[config.mk]
export PLATFORM = sky130hd
export DESIGN_NAME = ooo_exec_core
export DESIGN_NICKNAME = d
export VERILOG_FILES = /design/src/common/ooo_isa_pkg.sv /design/src/common/ooo_core_pkg.sv /design/src/logic/alu_unit.sv /design/src/logic/cdb_arbiter.sv /design/src/logic/mult_unit.sv /design/src/logic/ooo_exec_core.sv /design/src/logic/tag_value_file.sv /design/src/rs/reservation_station.sv
export SDC_FILE = /design/constraint.sdc
export NUM_CORES = 2
export LEC_CHECK = 0
export BUFFER_PORTS_ARGS = -buffer_cell sky130_fd_sc_hd__buf_2
export CELL_PAD_IN_SITES_DETAIL_PLACEMENT = 1
export CELL_PAD_IN_SITES_GLOBAL_PLACEMENT = 1
export CORE_ASPECT_RATIO = 0.7
export CORE_UTILIZATION = 38
export CTS_CLUSTER_SIZE = 30
export DETAILED_ROUTE_END_ITERATION = 16
export HOLD_SLACK_MARGIN = 0.05
export PLACE_DENSITY = 0.68
export RECOVER_POWER = 25
export REMOVE_ABC_BUFFERS = 1
export SLEW_MARGIN = 20
export SYNTH_ARGS = -nofsm -noshare
export SYNTH_HDL_FRONTEND = slang
export SYNTH_SLANG_ARGS = --single-unit
[constraint.sdc]
create_clock -name clock -period 10 [get_ports clock]
set_input_delay 1 -clock clock [delete_from_list [all_inputs] [get_ports clock]]
set_output_delay 1 -clock clock [all_outputs]
set_load 0.02 [all_outputs]
[src/common/ooo_isa_pkg.sv]
package ooo_isa_pkg;

  localparam int value_width = 16;  // Data value width
  localparam int tag_width   = 5;   // 32 tags

  // Unit class an instruction needs
  typedef enum logic [0:0] {
    FU_ALU  = 1'b0,
    FU_MULT = 1'b1
  } fu_kind_e;

  // Operation codes
  typedef enum logic [2:0] {
    OP_ADD = 3'd0,
    OP_SUB = 3'd1,
    OP_AND = 3'd2,
    OP_OR  = 3'd3,
    OP_XOR = 3'd4,
    OP_MUL = 3'd5
  } op_e;

endpackage

[src/common/ooo_core_pkg.sv]
package ooo_core_pkg;

  // One reservation station entry
  typedef struct packed {
    logic                                busy;        // Entry holds an instruction
    ooo_isa_pkg::op_e                    op;          // Operation to perform
    logic [ooo_isa_pkg::tag_width-1:0]   dest_tag;    // Result tag
    logic [ooo_isa_pkg::tag_width-1:0]   src1_tag;    // First operand tag
    logic                                src1_ready;  // First operand available
    logic [ooo_isa_pkg::tag_width-1:0]   src2_tag;    // Second operand tag
    logic                                src2_ready;  // Second operand available
  } rs_entry_t;

  // Cleared entry
  localparam rs_entry_t rs_entry_reset = '{
    busy:       1'b0,
    op:         ooo_isa_pkg::OP_ADD,
    dest_tag:   '0,
    src1_tag:   '0,
    src1_ready: 1'b0,
    src2_tag:   '0,
    src2_ready: 1'b0
  };

  // Entries below num_alu feed ALUs, the last one feeds the multiplier
  function automatic ooo_isa_pkg::fu_kind_e entry_kind(input int idx, input int num_alu);
    ooo_isa_pkg::fu_kind_e kind;
    if (idx < num_alu) begin
      kind = ooo_isa_pkg::FU_ALU;
    end else begin
      kind = ooo_isa_pkg::FU_MULT;
    end
    return kind;
  endfunction

endpackage

[src/logic/alu_unit.sv]
`timescale 1ns/1ps

module alu_unit (
  input  logic                                clock,
  input  logic                                reset,
  input  logic                                issue_valid,
  input  ooo_isa_pkg::op_e                    issue_op,
  input  logic [ooo_isa_pkg::tag_width-1:0]   issue_dest,
  input  logic [ooo_isa_pkg::value_width-1:0] src1_value,
  input  logic [ooo_isa_pkg::value_width-1:0] src2_value,
  input  logic                                grant,
  output logic                                req,
  output logic [ooo_isa_pkg::tag_width-1:0]   res_tag,
  output logic [ooo_isa_pkg::value_width-1:0] res_value,
  output logic                                busy
);

  logic [ooo_isa_pkg::value_width-1:0] alu_out;  // Combinational result

  always_comb begin
    case (issue_op)
      ooo_isa_pkg::OP_ADD: alu_out = src1_value + src2_value;
      ooo_isa_pkg::OP_SUB: alu_out = src1_value - src2_value;
      ooo_isa_pkg::OP_AND: alu_out = src1_value & src2_value;
      ooo_isa_pkg::OP_OR:  alu_out = src1_value | src2_value;
      ooo_isa_pkg::OP_XOR: alu_out = src1_value ^ src2_value;
      default:             alu_out = '0;  // Multiply never lands here
    endcase
  end

  // Request flag, held until the CDB takes it
  always_ff @(posedge clock) begin
    if (reset) begin
      req <= 1'b0;
    end else if (issue_valid) begin
      req <= 1'b1;  // New result, may replace one granted this cycle
    end else if (grant) begin
      req <= 1'b0;
    end
  end

  always_ff @(posedge clock) begin
    if (issue_valid) begin
      res_tag   <= issue_dest;
      res_value <= alu_out;
    end
  end

  assign busy = req && !grant;  // Result stuck for another cycle

endmodule

[src/logic/cdb_arbiter.sv]
`timescale 1ns/1ps

module cdb_arbiter #(
  parameter int NUM_REQ = 3
) (
  input  logic                                                clock,
  input  logic                                                reset,
  input  logic [NUM_REQ-1:0]                                  req,
  input  logic [NUM_REQ-1:0][ooo_isa_pkg::tag_width-1:0]      res_tag,
  input  logic [NUM_REQ-1:0][ooo_isa_pkg::value_width-1:0]    res_value,
  output logic [NUM_REQ-1:0]                                  grant,
  output logic                                                cdb_valid,
  output logic [ooo_isa_pkg::tag_width-1:0]                   cdb_tag,
  output logic [ooo_isa_pkg::value_width-1:0]                 cdb_value
);

  localparam int PTR_W = (NUM_REQ > 1) ? $clog2(NUM_REQ) : 1;

  logic [PTR_W-1:0] ptr;     // First requester to look at
  logic             found;   // Someone requested
  int               winner;  // Granted index
  int               idx;     // Scan position

  // Scan from the pointer, wrap around
  always_comb begin
    grant  = '0;
    found  = 1'b0;
    winner = 0;
    idx    = 0;
    for (int k = 0; k < NUM_REQ; k++) begin
      idx = (int'(ptr) + k) % NUM_REQ;
      if (!found && req[idx]) begin
        found  = 1'b1;
        winner = idx;
      end
    end
    if (found) begin
      grant[winner] = 1'b1;
    end
  end

  assign cdb_valid = found;
  assign cdb_tag   = res_tag[winner];    // Winner onto the bus
  assign cdb_value = res_value[winner];

  always_ff @(posedge clock) begin
    if (reset) begin
      ptr <= '0;
    end else if (found) begin
      if (winner == NUM_REQ - 1) begin
        ptr <= '0;
      end else begin
        ptr <= PTR_W'(winner + 1);  // Just past the winner
      end
    end
  end

endmodule

[src/logic/mult_unit.sv]
`timescale 1ns/1ps

module mult_unit #(
  parameter int MULT_STAGES = 3
) (
  input  logic                                clock,
  input  logic                                reset,
  input  logic                                issue_valid,
  input  ooo_isa_pkg::op_e                    issue_op,
  input  logic [ooo_isa_pkg::tag_width-1:0]   issue_dest,
  input  logic [ooo_isa_pkg::value_width-1:0] src1_value,
  input  logic [ooo_isa_pkg::value_width-1:0] src2_value,
  input  logic                                grant,
  output logic                                req,
  output logic [ooo_isa_pkg::tag_width-1:0]   res_tag,
  output logic [ooo_isa_pkg::value_width-1:0] res_value,
  output logic                                busy
);

  logic [MULT_STAGES-1:0]                                  stage_valid;  // Occupied stages
  logic [MULT_STAGES-1:0][ooo_isa_pkg::tag_width-1:0]     stage_tag;    // Tag per stage
  logic [MULT_STAGES-1:0][ooo_isa_pkg::value_width-1:0]   stage_prod;   // Product per stage
  logic [2*ooo_isa_pkg::value_width-1:0]                  full_prod;    // Wide product
  logic [ooo_isa_pkg::value_width-1:0]                    first_prod;   // Stage 0 input
  logic                                                   advance;      // Chain moves

  assign full_prod  = src1_value * src2_value;
  assign first_prod = (issue_op == ooo_isa_pkg::OP_MUL) ?
                      full_prod[ooo_isa_pkg::value_width-1:0] : '0;  // Low half only

  assign advance = !(stage_valid[MULT_STAGES-1] && !grant);  // Stall on blocked tail

  always_ff @(posedge clock) begin
    if (reset) begin
      stage_valid <= '0;
    end else if (advance) begin
      stage_valid[0] <= issue_valid;
      for (int k = 1; k < MULT_STAGES; k++) begin
        stage_valid[k] <= stage_valid[k-1];
      end
    end
  end

  always_ff @(posedge clock) begin
    if (advance) begin
      stage_tag[0]  <= issue_dest;
      stage_prod[0] <= first_prod;
      for (int k = 1; k < MULT_STAGES; k++) begin
        stage_tag[k]  <= stage_tag[k-1];
        stage_prod[k] <= stage_prod[k-1];
      end
    end
  end

  assign req       = stage_valid[MULT_STAGES-1];  // Tail holds a finished product
  assign res_tag   = stage_tag[MULT_STAGES-1];
  assign res_value = stage_prod[MULT_STAGES-1];
  assign busy      = !advance;                     // Only a blocked tail stops issue

endmodule

[src/logic/ooo_exec_core.sv]
`timescale 1ns/1ps

module ooo_exec_core #(
  parameter int NUM_ALU     = 2,
  parameter int MULT_STAGES = 3
) (
  input  logic                                clock,
  input  logic                                reset,
  input  logic                                en,
  input  logic                                dispatch_en,
  input  ooo_isa_pkg::fu_kind_e               dispatch_kind,
  input  ooo_isa_pkg::op_e                    dispatch_op,
  input  logic [ooo_isa_pkg::tag_width-1:0]   dest_tag,
  input  logic [ooo_isa_pkg::tag_width-1:0]   src1_tag,
  input  logic                                src1_ready,
  input  logic [ooo_isa_pkg::tag_width-1:0]   src2_tag,
  input  logic                                src2_ready,
  input  logic                                preload_en,
  input  logic [ooo_isa_pkg::tag_width-1:0]   preload_tag,
  input  logic [ooo_isa_pkg::value_width-1:0] preload_value,
  output logic                                rs_hazard,
  output logic                                cdb_valid,
  output logic [ooo_isa_pkg::tag_width-1:0]   cdb_tag,
  output logic [ooo_isa_pkg::value_width-1:0] cdb_value
);

  localparam int NUM_REQ = NUM_ALU + 1;  // ALUs plus the multiplier
  localparam int NUM_RD  = 2 * NUM_REQ;  // Two read ports per unit

  logic [NUM_REQ-1:0]                                  issue_valid;
  ooo_isa_pkg::op_e [NUM_REQ-1:0]                      issue_op;
  logic [NUM_REQ-1:0][ooo_isa_pkg::tag_width-1:0]      issue_dest;
  logic [NUM_REQ-1:0][ooo_isa_pkg::tag_width-1:0]      issue_src1;
  logic [NUM_REQ-1:0][ooo_isa_pkg::tag_width-1:0]      issue_src2;
  logic [NUM_REQ-1:0]                                  unit_busy;
  logic [NUM_REQ-1:0]                                  req;
  logic [NUM_REQ-1:0]                                  grant;
  logic [NUM_REQ-1:0][ooo_isa_pkg::tag_width-1:0]      res_tag;
  logic [NUM_REQ-1:0][ooo_isa_pkg::value_width-1:0]    res_value;
  logic [NUM_RD-1:0][ooo_isa_pkg::tag_width-1:0]       rd_tag;
  logic [NUM_RD-1:0][ooo_isa_pkg::value_width-1:0]     rd_value;

  reservation_station #(.NUM_ALU(NUM_ALU)) u_rs (
    .clock, .reset, .en, .dispatch_en, .dispatch_kind, .dispatch_op,
    .dest_tag, .src1_tag, .src1_ready, .src2_tag, .src2_ready,
    .cdb_valid, .cdb_tag, .unit_busy, .rs_hazard,
    .issue_valid, .issue_op, .issue_dest, .issue_src1, .issue_src2
  );

  for (genvar i = 0; i < NUM_REQ; i++) begin : g_unit
    assign rd_tag[2*i]   = issue_src1[i];  // Even port reads operand 1
    assign rd_tag[2*i+1] = issue_src2[i];
    if (ooo_core_pkg::entry_kind(i, NUM_ALU) == ooo_isa_pkg::FU_ALU) begin : g_alu
      alu_unit u_alu (
        .clock, .reset,
        .issue_valid(issue_valid[i]), .issue_op(issue_op[i]), .issue_dest(issue_dest[i]),
        .src1_value(rd_value[2*i]), .src2_value(rd_value[2*i+1]),
        .grant(grant[i]), .req(req[i]), .res_tag(res_tag[i]),
        .res_value(res_value[i]), .busy(unit_busy[i])
      );
    end else begin : g_mult
      mult_unit #(.MULT_STAGES(MULT_STAGES)) u_mult (
        .clock, .reset,
        .issue_valid(issue_valid[i]), .issue_op(issue_op[i]), .issue_dest(issue_dest[i]),
        .src1_value(rd_value[2*i]), .src2_value(rd_value[2*i+1]),
        .grant(grant[i]), .req(req[i]), .res_tag(res_tag[i]),
        .res_value(res_value[i]), .busy(unit_busy[i])
      );
    end
  end

  cdb_arbiter #(.NUM_REQ(NUM_REQ)) u_arb (
    .clock, .reset, .req, .res_tag, .res_value,
    .grant, .cdb_valid, .cdb_tag, .cdb_value
  );

  tag_value_file #(.NUM_RD(NUM_RD)) u_tvf (
    .clock, .preload_en, .preload_tag, .preload_value,
    .cdb_valid, .cdb_tag, .cdb_value, .rd_tag, .rd_value
  );

endmodule

[src/logic/tag_value_file.sv]
`timescale 1ns/1ps

module tag_value_file #(
  parameter int NUM_RD = 6
) (
  input  logic                                              clock,
  input  logic                                              preload_en,
  input  logic [ooo_isa_pkg::tag_width-1:0]                 preload_tag,
  input  logic [ooo_isa_pkg::value_width-1:0]               preload_value,
  input  logic                                              cdb_valid,
  input  logic [ooo_isa_pkg::tag_width-1:0]                 cdb_tag,
  input  logic [ooo_isa_pkg::value_width-1:0]               cdb_value,
  input  logic [NUM_RD-1:0][ooo_isa_pkg::tag_width-1:0]     rd_tag,
  output logic [NUM_RD-1:0][ooo_isa_pkg::value_width-1:0]   rd_value
);

  logic [ooo_isa_pkg::value_width-1:0] mem [2**ooo_isa_pkg::tag_width];  // One value per tag

  always_ff @(posedge clock) begin
    if (preload_en) begin
      mem[preload_tag] <= preload_value;
    end
    if (cdb_valid) begin
      mem[cdb_tag] <= cdb_value;  // Later assignment wins on the same tag
    end
  end

  // Bypass the broadcast so a same-cycle issue sees it
  always_comb begin
    for (int p = 0; p < NUM_RD; p++) begin
      if (cdb_valid && (rd_tag[p] == cdb_tag)) begin
        rd_value[p] = cdb_value;
      end else begin
        rd_value[p] = mem[rd_tag[p]];
      end
    end
  end

endmodule

[src/rs/reservation_station.sv]
`timescale 1ns/1ps

module reservation_station #(
  parameter int NUM_ALU = 2
) (
  input  logic                                          clock,
  input  logic                                          reset,
  input  logic                                          en,
  input  logic                                          dispatch_en,
  input  ooo_isa_pkg::fu_kind_e                         dispatch_kind,
  input  ooo_isa_pkg::op_e                              dispatch_op,
  input  logic [ooo_isa_pkg::tag_width-1:0]             dest_tag,
  input  logic [ooo_isa_pkg::tag_width-1:0]             src1_tag,
  input  logic                                          src1_ready,
  input  logic [ooo_isa_pkg::tag_width-1:0]             src2_tag,
  input  logic                                          src2_ready,
  input  logic                                          cdb_valid,
  input  logic [ooo_isa_pkg::tag_width-1:0]             cdb_tag,
  input  logic [NUM_ALU:0]                              unit_busy,
  output logic                                          rs_hazard,
  output logic [NUM_ALU:0]                              issue_valid,
  output ooo_isa_pkg::op_e [NUM_ALU:0]                  issue_op,
  output logic [NUM_ALU:0][ooo_isa_pkg::tag_width-1:0]  issue_dest,
  output logic [NUM_ALU:0][ooo_isa_pkg::tag_width-1:0]  issue_src1,
  output logic [NUM_ALU:0][ooo_isa_pkg::tag_width-1:0]  issue_src2
);

  localparam int NUM_ENTRIES = NUM_ALU + 1;  // One entry per unit

  ooo_core_pkg::rs_entry_t [NUM_ENTRIES-1:0] entries;       // Registered entries
  ooo_core_pkg::rs_entry_t [NUM_ENTRIES-1:0] entries_next;  // Next state

  logic [NUM_ENTRIES-1:0] src1_match;   // CDB hits first operand
  logic [NUM_ENTRIES-1:0] src2_match;   // CDB hits second operand
  logic [NUM_ENTRIES-1:0] entry_ready;  // Issues this cycle
  logic [NUM_ENTRIES-1:0] entry_free;   // Can take a dispatch
  logic [NUM_ENTRIES-1:0] kind_match;   // Entry unit matches dispatch class
  logic                   accept;       // Dispatch is taken
  logic                   placed;       // Dispatch already written
  logic                   disp1_ready;  // Dispatched operand 1 ready or on CDB
  logic                   disp2_ready;  // Dispatched operand 2 ready or on CDB

  always_comb begin
    for (int i = 0; i < NUM_ENTRIES; i++) begin
      src1_match[i]  = entries[i].busy && cdb_valid && (entries[i].src1_tag == cdb_tag);
      src2_match[i]  = entries[i].busy && cdb_valid && (entries[i].src2_tag == cdb_tag);
      entry_ready[i] = entries[i].busy
                     && (entries[i].src1_ready || src1_match[i])
                     && (entries[i].src2_ready || src2_match[i])
                     && !unit_busy[i];                         // Unit must accept it
      entry_free[i]  = !entries[i].busy || entry_ready[i];     // Leaving counts as free
      kind_match[i]  = ooo_core_pkg::entry_kind(i, NUM_ALU) == dispatch_kind;
    end
  end

  assign rs_hazard   = ~|(entry_free & kind_match);  // No slot for this class
  assign accept      = en && dispatch_en && !rs_hazard;
  assign disp1_ready = src1_ready || (cdb_valid && (src1_tag == cdb_tag));  // Catch same-cycle result
  assign disp2_ready = src2_ready || (cdb_valid && (src2_tag == cdb_tag));

  // Issue straight from registered entries
  always_comb begin
    for (int i = 0; i < NUM_ENTRIES; i++) begin
      issue_valid[i] = entry_ready[i] && en;  // Frozen station does not issue
      issue_op[i]    = entries[i].op;
      issue_dest[i]  = entries[i].dest_tag;
      issue_src1[i]  = entries[i].src1_tag;
      issue_src2[i]  = entries[i].src2_tag;
    end
  end

  always_comb begin
    entries_next = entries;
    placed       = 1'b0;
    // Wakeup, each operand on its own match
    for (int i = 0; i < NUM_ENTRIES; i++) begin
      if (src1_match[i]) begin
        entries_next[i].src1_ready = 1'b1;
      end
      if (src2_match[i]) begin
        entries_next[i].src2_ready = 1'b1;
      end
    end
    // Clear what issues
    for (int i = 0; i < NUM_ENTRIES; i++) begin
      if (entry_ready[i]) begin
        entries_next[i] = ooo_core_pkg::rs_entry_reset;
      end
    end
    // Dispatch into lowest matching free slot
    for (int i = 0; i < NUM_ENTRIES; i++) begin
      if (accept && !placed && entry_free[i] && kind_match[i]) begin
        entries_next[i].busy       = 1'b1;
        entries_next[i].op         = dispatch_op;
        entries_next[i].dest_tag   = dest_tag;
        entries_next[i].src1_tag   = src1_tag;
        entries_next[i].src1_ready = disp1_ready;
        entries_next[i].src2_tag   = src2_tag;
        entries_next[i].src2_ready = disp2_ready;
        placed                     = 1'b1;
      end
    end
  end

  always_ff @(posedge clock) begin
    if (reset) begin
      for (int i = 0; i < NUM_ENTRIES; i++) begin
        entries[i] <= ooo_core_pkg::rs_entry_reset;
      end
    end else if (en) begin
      entries <= entries_next;  // Hold everything while en is low
    end
  end

endmodule

# --- After elaboration in Yosys (flattened, before gate mapping) ---
# Memories as Yosys holds them, arrays and structs flattened. A register that Yosys moved wholly into a read port is not among the register bits.
# Index checks and enable logic that the tools add are counted.
totals:
  mem_count: 1
  ram_bits: 512
  input_bits: 47
  output_inout_bits: 23
  regBits: 175
  word_cells: 238
  latch_bits: 0
  rom_bits: 0
op_classes:
  n_eq_ne: 18
  n_mul: 1
  muxes: 67
  shifts: 0
  add_sub_neg: 7
  bitwise: 8
  n_reduce_logical: 93
  magnitude_cmp: 5
  div_mod_pow: 3
mem_list:
  columns: ["name", "depth", "width", "read_ports", "rd_ports_with_merged_regs", "write_ports", "line_no", "rtl"]
  rows:
  - ["u_tvf.mem", 32, 16, 6, 6, 2, "tag_value_file.sv:17", "logic [ooo_isa_pkg::value_width-1:0] mem [2**ooo_isa_pkg::tag_width];"]
ops:
  columns: ["operator", "count"]
  rows:
  - ["$pmux W16 S5", 2]
  - ["$lt A32 B4 Y1 const B", 4]
  - ["$mux W16", 8]
  - ["$mux W21", 6]
  - ["$mux W32", 3]
  - ["$mux W5", 14]
  - ["$mod A32 B3 Y32 const B", 2]
  - ["$logic_and A1 B1 Y1", 45]
  - ["$eq A5 B5 Y1", 8]
  - ["$add A16 B16 Y16", 2]
  - ["$and A16 B16 Y16", 2]
  - ["$bmux W16 S2", 1]
  - ["$eq A32 B3 Y1 const B", 1]
  - ["$ge A32 B1 Y1 const B", 1]
  - ["$mod A3 B3 Y32 const B", 1]
  - ["$or A16 B16 Y16", 2]
  - ["$sub A16 B16 Y16", 2]
  - ["$xor A16 B16 Y16", 2]
  - ["$mux W1", 26]
  - ["$reduce_and A2 Y1", 9]
  - ["$reduce_bool A3 Y1", 6]
  - ["$mul A16 B16 Y16", 1]
  - ["$logic_not A1 Y1", 14]
  - ["$eq A3 B2 Y1 const B", 4]
  - ["other kinds (16)", 36]

# --- Longest topological paths before layout ---
depth:
  ltp_word: 40
  ltp_mapped: 42
  mapped_depth_nobuf: 37

# --- By module ---
# Synthesis repeated with hierarchy kept, for this count alone.
unflattened:
  hier_cells: 5264
  area_unflattened_um2: 64186.6
by_module_without_submodules:
  columns: ["mod", "cells_each", "area_each_um2", "instances"]
  rows:
  - ["tag_value_file", 3528, 48067.4, 1]
  - ["mult_unit", 583, 6200.9, 1]
  - ["alu_unit", 328, 2740.1, 2]
  - ["reservation_station", 359, 3418.3, 1]
  - ["cdb_arbiter", 138, 1019.7, 1]

# --- Least setup slack after synthesis ---
# Ideal clock, no wire load.
synth_timing:
  kind: "reg2reg"
  from: "reg u_arb.ptr[1]"
  to: "reg g_unit[2].g_mult.u_mult.stage_prod[15] in the netlist's numbering (data pin)"
  path_buffers: 5
  stages_incl_launch_ff: 36
  setup_ps: 261
  period_less_slack_ps: 8337
  path_slack_ps: 1663
  arrival_ps: 8076
  required_ps: 9739
  cell_sequence: "dfxtp_1 > inv_1 > ha_1 > buf_6 > mux2i_4 > a2bb2oi_4 > mux2i_2 > buf_6 > nand3_1 > a21boi_0 > o21ai_1 > nor4_4 > buf_6 > buf_4 > mux2i_1 > clkbuf_1 > nor2_1 > fa_1 > fa_1 > ha_1 > fa_1 > inv_1 > fa_1 > fa_1 > inv_1 > ha_1 > a21oi_1 > o21bai_1 > a21oi_1 > o21bai_1 > a21oi_1 > o21ai_0 > xnor2_1 > xnor2_1 > xnor2_1 > nor2_1"
synth_between:
  elab_chain_cells: 18
  word_cells_on_any_way: 37
  classes_between: "add/sub (2); mul (1); div (3); eq/ne (2); mux (23); reduce/logical (6)"
synth_rtl:
  columns: ["item", "line_no", "rtl"]
  rows:
  - ["start, declared", "cdb_arbiter.sv:19", "logic [PTR_W-1:0] ptr;"]
  - ["start signal, assigned", "cdb_arbiter.sv:53", "ptr <= PTR_W'(winner + 1);"]
  - ["parallel branches: the longest is 17 deep, another holds $mod A32 B3 Y32", null, null]
  - ["$mul A16 B16 Y16 *", "mult_unit.sv:27", "assign full_prod = src1_value * src2_value;"]
  - ["end signal, assigned by index", "mult_unit.sv:50", "stage_prod[k] <= stage_prod[k-1];"]
  - ["end, declared", "mult_unit.sv:22", "logic [MULT_STAGES-1:0][ooo_isa_pkg::value_width-1:0] stage_prod;"]
# Every way passes the cells marked *. The select of a mux whose other input is x is not followed.
# A chain may end at the register's enable or synchronous reset.

# --- Worst setup path in the final report ---
# Ends and elaborated chain as after synthesis.

==> flow_metrics.env <==
export IMPL_outcome="finished, violations left"
export IMPL_failed_checks="max-capacitance violations, max-slew violations"
export IMPL_cp_end_kind="flop"
export IMPL_clockBufferDepth=3
export IMPL_post_route_period_util=0.927
export IMPL_met2_usage=0.425
export IMPL_synth_edff_count=617
export IMPL_path_clk_slew_ns=0.06
export IMPL_fp_dieW_um=483
export IMPL_drt_total_wl_mm=270
export IMPL_required_ns=10.45
export IMPL_crit_path_top_delay_cell="fa_1"
export IMPL_wl_per_cell_um=38.7
export IMPL_initial_utilization=0.383
export IMPL_seq_area_frac_synth=0.334
export IMPL_gr_total_overflow=0
export IMPL_place_hpwl_mm=174
export IMPL_rsz0062_at_grt="no"
export IMPL_avgSynthCellArea_um2=12.4
export IMPL_hold_buffers=0
export IMPL_fin_setup_tns_ns=0
export IMPL_synth_top_flop_cell="edfxtp_1"
export IMPL_synthCells=4966
export IMPL_io_pins=70
export IMPL_portBuffers=69
export IMPL_grt_use_met1=0.458
export IMPL_cp_num_buf_inv=8
export IMPL_grt_usage=0.330
export IMPL_grt_use_met3=0.166
export IMPL_busiest_layer="met1"
export IMPL_grt_max_degree=105
export IMPL_fin_nets=5063
export IMPL_area_growth_synth_to_final_pct=9.21
export IMPL_hold_slack_ns=0.419
export IMPL_die_h_um=338
export IMPL_ys_async_sr_fraction=0
export IMPL_slowest_delay_ns=0.53
export IMPL_critPathLaunchType="flop"
export IMPL_die_area_mm2=0.163
export IMPL_fmax_ghz=0.108
export IMPL_syn_area_mm2=0.0615
export IMPL_slew_headroom=-1.69
export IMPL_slew_violations=547
export IMPL_cts_buffers=80
export IMPL_power_mw=9.67
export IMPL_arrival_ns=9.72
export IMPL_maxCapViolCount=18
export IMPL_synth_cell_types=77
export IMPL_setup_viol=0
export IMPL_worst_skew_pair_late_latency_ns=0.73
export IMPL_ir_drop_mv=0.283
export IMPL_cts_max_level=3
export IMPL_root_buffer="clkbuf_16"
export IMPL_viasPerCell=7.22
export IMPL_skew_ns=0.0336
export IMPL_worstMarginPinSlew_ns=4.04
export IMPL_finalHoldViolations=0
export IMPL_antenna_found_initial=10
export IMPL_leakage_nw=21.8
export IMPL_synth_seq_cells=717
export IMPL_worstSetupPathType="flop to flop"
export IMPL_clock_sinks=717
export IMPL_layout_common_cells="mux4_2, edfxtp_1, nor2_1"
export IMPL_period_minus_slack_ns=9.27
export IMPL_drt_iter0_markers=9321
export IMPL_firstDrtPassIters=7
export IMPL_core_mm2=0.161
export IMPL_grt_pass1_vias=49061
export IMPL_path_delay_family="adder cells"
export IMPL_post_route_util=0.418
export IMPL_drc_errors=0
export IMPL_drive_gt1_frac=0.311
export IMPL_antenna_left=0
export IMPL_p_per_area_mw_per_mm2=144
export IMPL_cts_tree="done"
export IMPL_grt_pass1_wl_mm=381
export IMPL_cp_max_fo=23
export IMPL_final_common_cell="mux4_2"
export IMPL_finalWeightedCongestion=0.929
export IMPL_hold_class="flop to flop"
export IMPL_rows=123
export IMPL_via_count=50289
export IMPL_yosysWarnings=0
[through the flow]
stage / area [um2] / std cells / worst slack (ns)
2_1_floorplan: 59400 / 4451 / -2.11
3_3_place_gp: 64500 / 6813 / 0.363
3_5_place_dp: 64500 / 6813 / 0.0905
4_1_cts: 67200 / 6962 / 0.0420
5_1_grt: 67100 / 6968 / 0.0533
6_report: 67100 / 6970 / 0.731
[power breakdown]
group | switching, mW | leakage (nW) | internal (mW) | total, mW
logic | 1.78 | 13.9 | 1.27 | 3.05
registers | 0.0747 | 6.60 | 3.28 | 3.36
clock network | 1.46 | 1.34 | 1.80 | 3.26
total | 3.32 | 21.8 | 6.35 | 9.67
[layer usage]
layer | share of wire | up-vias | routed length, um
met5 | 0.00057 | - | 154
met4 | 0.055 | 18 | 14900
met3 | 0.18 | 794 | 48000
met2 | 0.39 | 4553 | 105000
met1 | 0.38 | 25988 | 102000
li1 | - | 18936 | -
[flip-flops by register name, indices dropped and copies added (netlist names), 10 cells and up, named ones only]
register,flops
g_unit.g_mult.u_mult.stage_tag,10
g_unit.g_mult.u_mult.res_value,16
u_rs.issue_dest,15
g_unit.g_alu.u_alu.res_value,32
u_rs.issue_src1,15
u_rs.issue_src2,15
g_unit.g_alu.u_alu.res_tag,10
u_tvf.mem,512
g_unit.g_mult.u_mult.stage_prod,32
[cells by family after synthesis]
group | Yosys count | share of synthesized area
AND/OR/NAND/NOR | 1084 | 0.0759
XOR/XNOR | 122 | 0.0178
flip-flops | 717 | 0.334
AO/OA/AOI/OAI | 913 | 0.0843
buffers and inverters | 762 | 0.0488
multiplexers | 1128 | 0.380
adder cells (fa/ha/maj) | 240 | 0.0589
[final timing paths]
path | slack, ns | cells after the start | to | startpoint
min reg2reg | 0.42 | 0 | g_unit[2].g_mult.u_mult.res_tag[3]$_DFFE_PN_ | g_unit[2].g_mult.u_mult.stage_tag[8]$_DFFE_PN_
max reg2reg | 0.73 | 38 | g_unit[2].g_mult.u_mult.stage_prod[15]$_SDFFCE_PP0N_ | u_arb.ptr[1]$_SDFFE_PP0P_
max | 0.73 | 38 | g_unit[2].g_mult.u_mult.stage_prod[15]$_SDFFCE_PP0N_ | u_arb.ptr[1]$_SDFFE_PP0P_
min | 0.42 | 0 | g_unit[2].g_mult.u_mult.res_tag[3]$_DFFE_PN_ | g_unit[2].g_mult.u_mult.stage_tag[8]$_DFFE_PN_
[cell type report]
class                   count  area [um2]
fillers                 16704       93500
multi-input cells        3487       38400
flip-flops and latches    717       20600
well taps                2125        2660
clock buffers              96        2120
repair buffers            243        1810
inverters                 247         927
clock inverters            53         597
diodes                      2        5.00
[cells in the mapped netlist (4+ instances only)]
cell      instances  area share
mux4_2          960        0.35
edfxtp_1        617        0.30
nor2_1          464       0.028
a21oi_1         460       0.037
nand2_1         377       0.023
clkbuf_1        367       0.022
inv_1           238       0.015
o21ai_0         232       0.019
ha_1            158       0.032
mux2i_1         123       0.020
xnor2_1         103       0.015
dfxtp_1         100       0.033
buf_1            89      0.0054
nand3_1          89      0.0072
fa_1             82       0.027
buf_2            47      0.0038
mux2_2           43      0.0079
a22oi_1          34      0.0042
a21o_1           33      0.0040
o21a_1           33      0.0040
o21bai_1         32      0.0039
o221ai_1         25      0.0036
nor3_1           24      0.0020
or2_2            24      0.0024
nor2b_1          23      0.0023
o22ai_1          19      0.0019
nand2b_1         17      0.0017
xor2_1           17      0.0024
and2_1           16      0.0016
nand3b_1         11      0.0013
buf_6             8      0.0015
a21boi_0          6     0.00073
a211oi_1          5     0.00061
and3_1            5     0.00051
clkinv_1          5     0.00031
a31oi_1           4     0.00041
inv_2             4     0.00024
nand4b_1          4     0.00057
o21ai_1           4     0.00033
or3_1             4     0.00041
[what timing repair did]
action                                  4_1_cts  5_1_grt
endpoints found under the setup margin        0        3
resized for setup                             0        1
buffers inserted                              0        5
No activity file was read; power rests on OpenSTA's default activity.
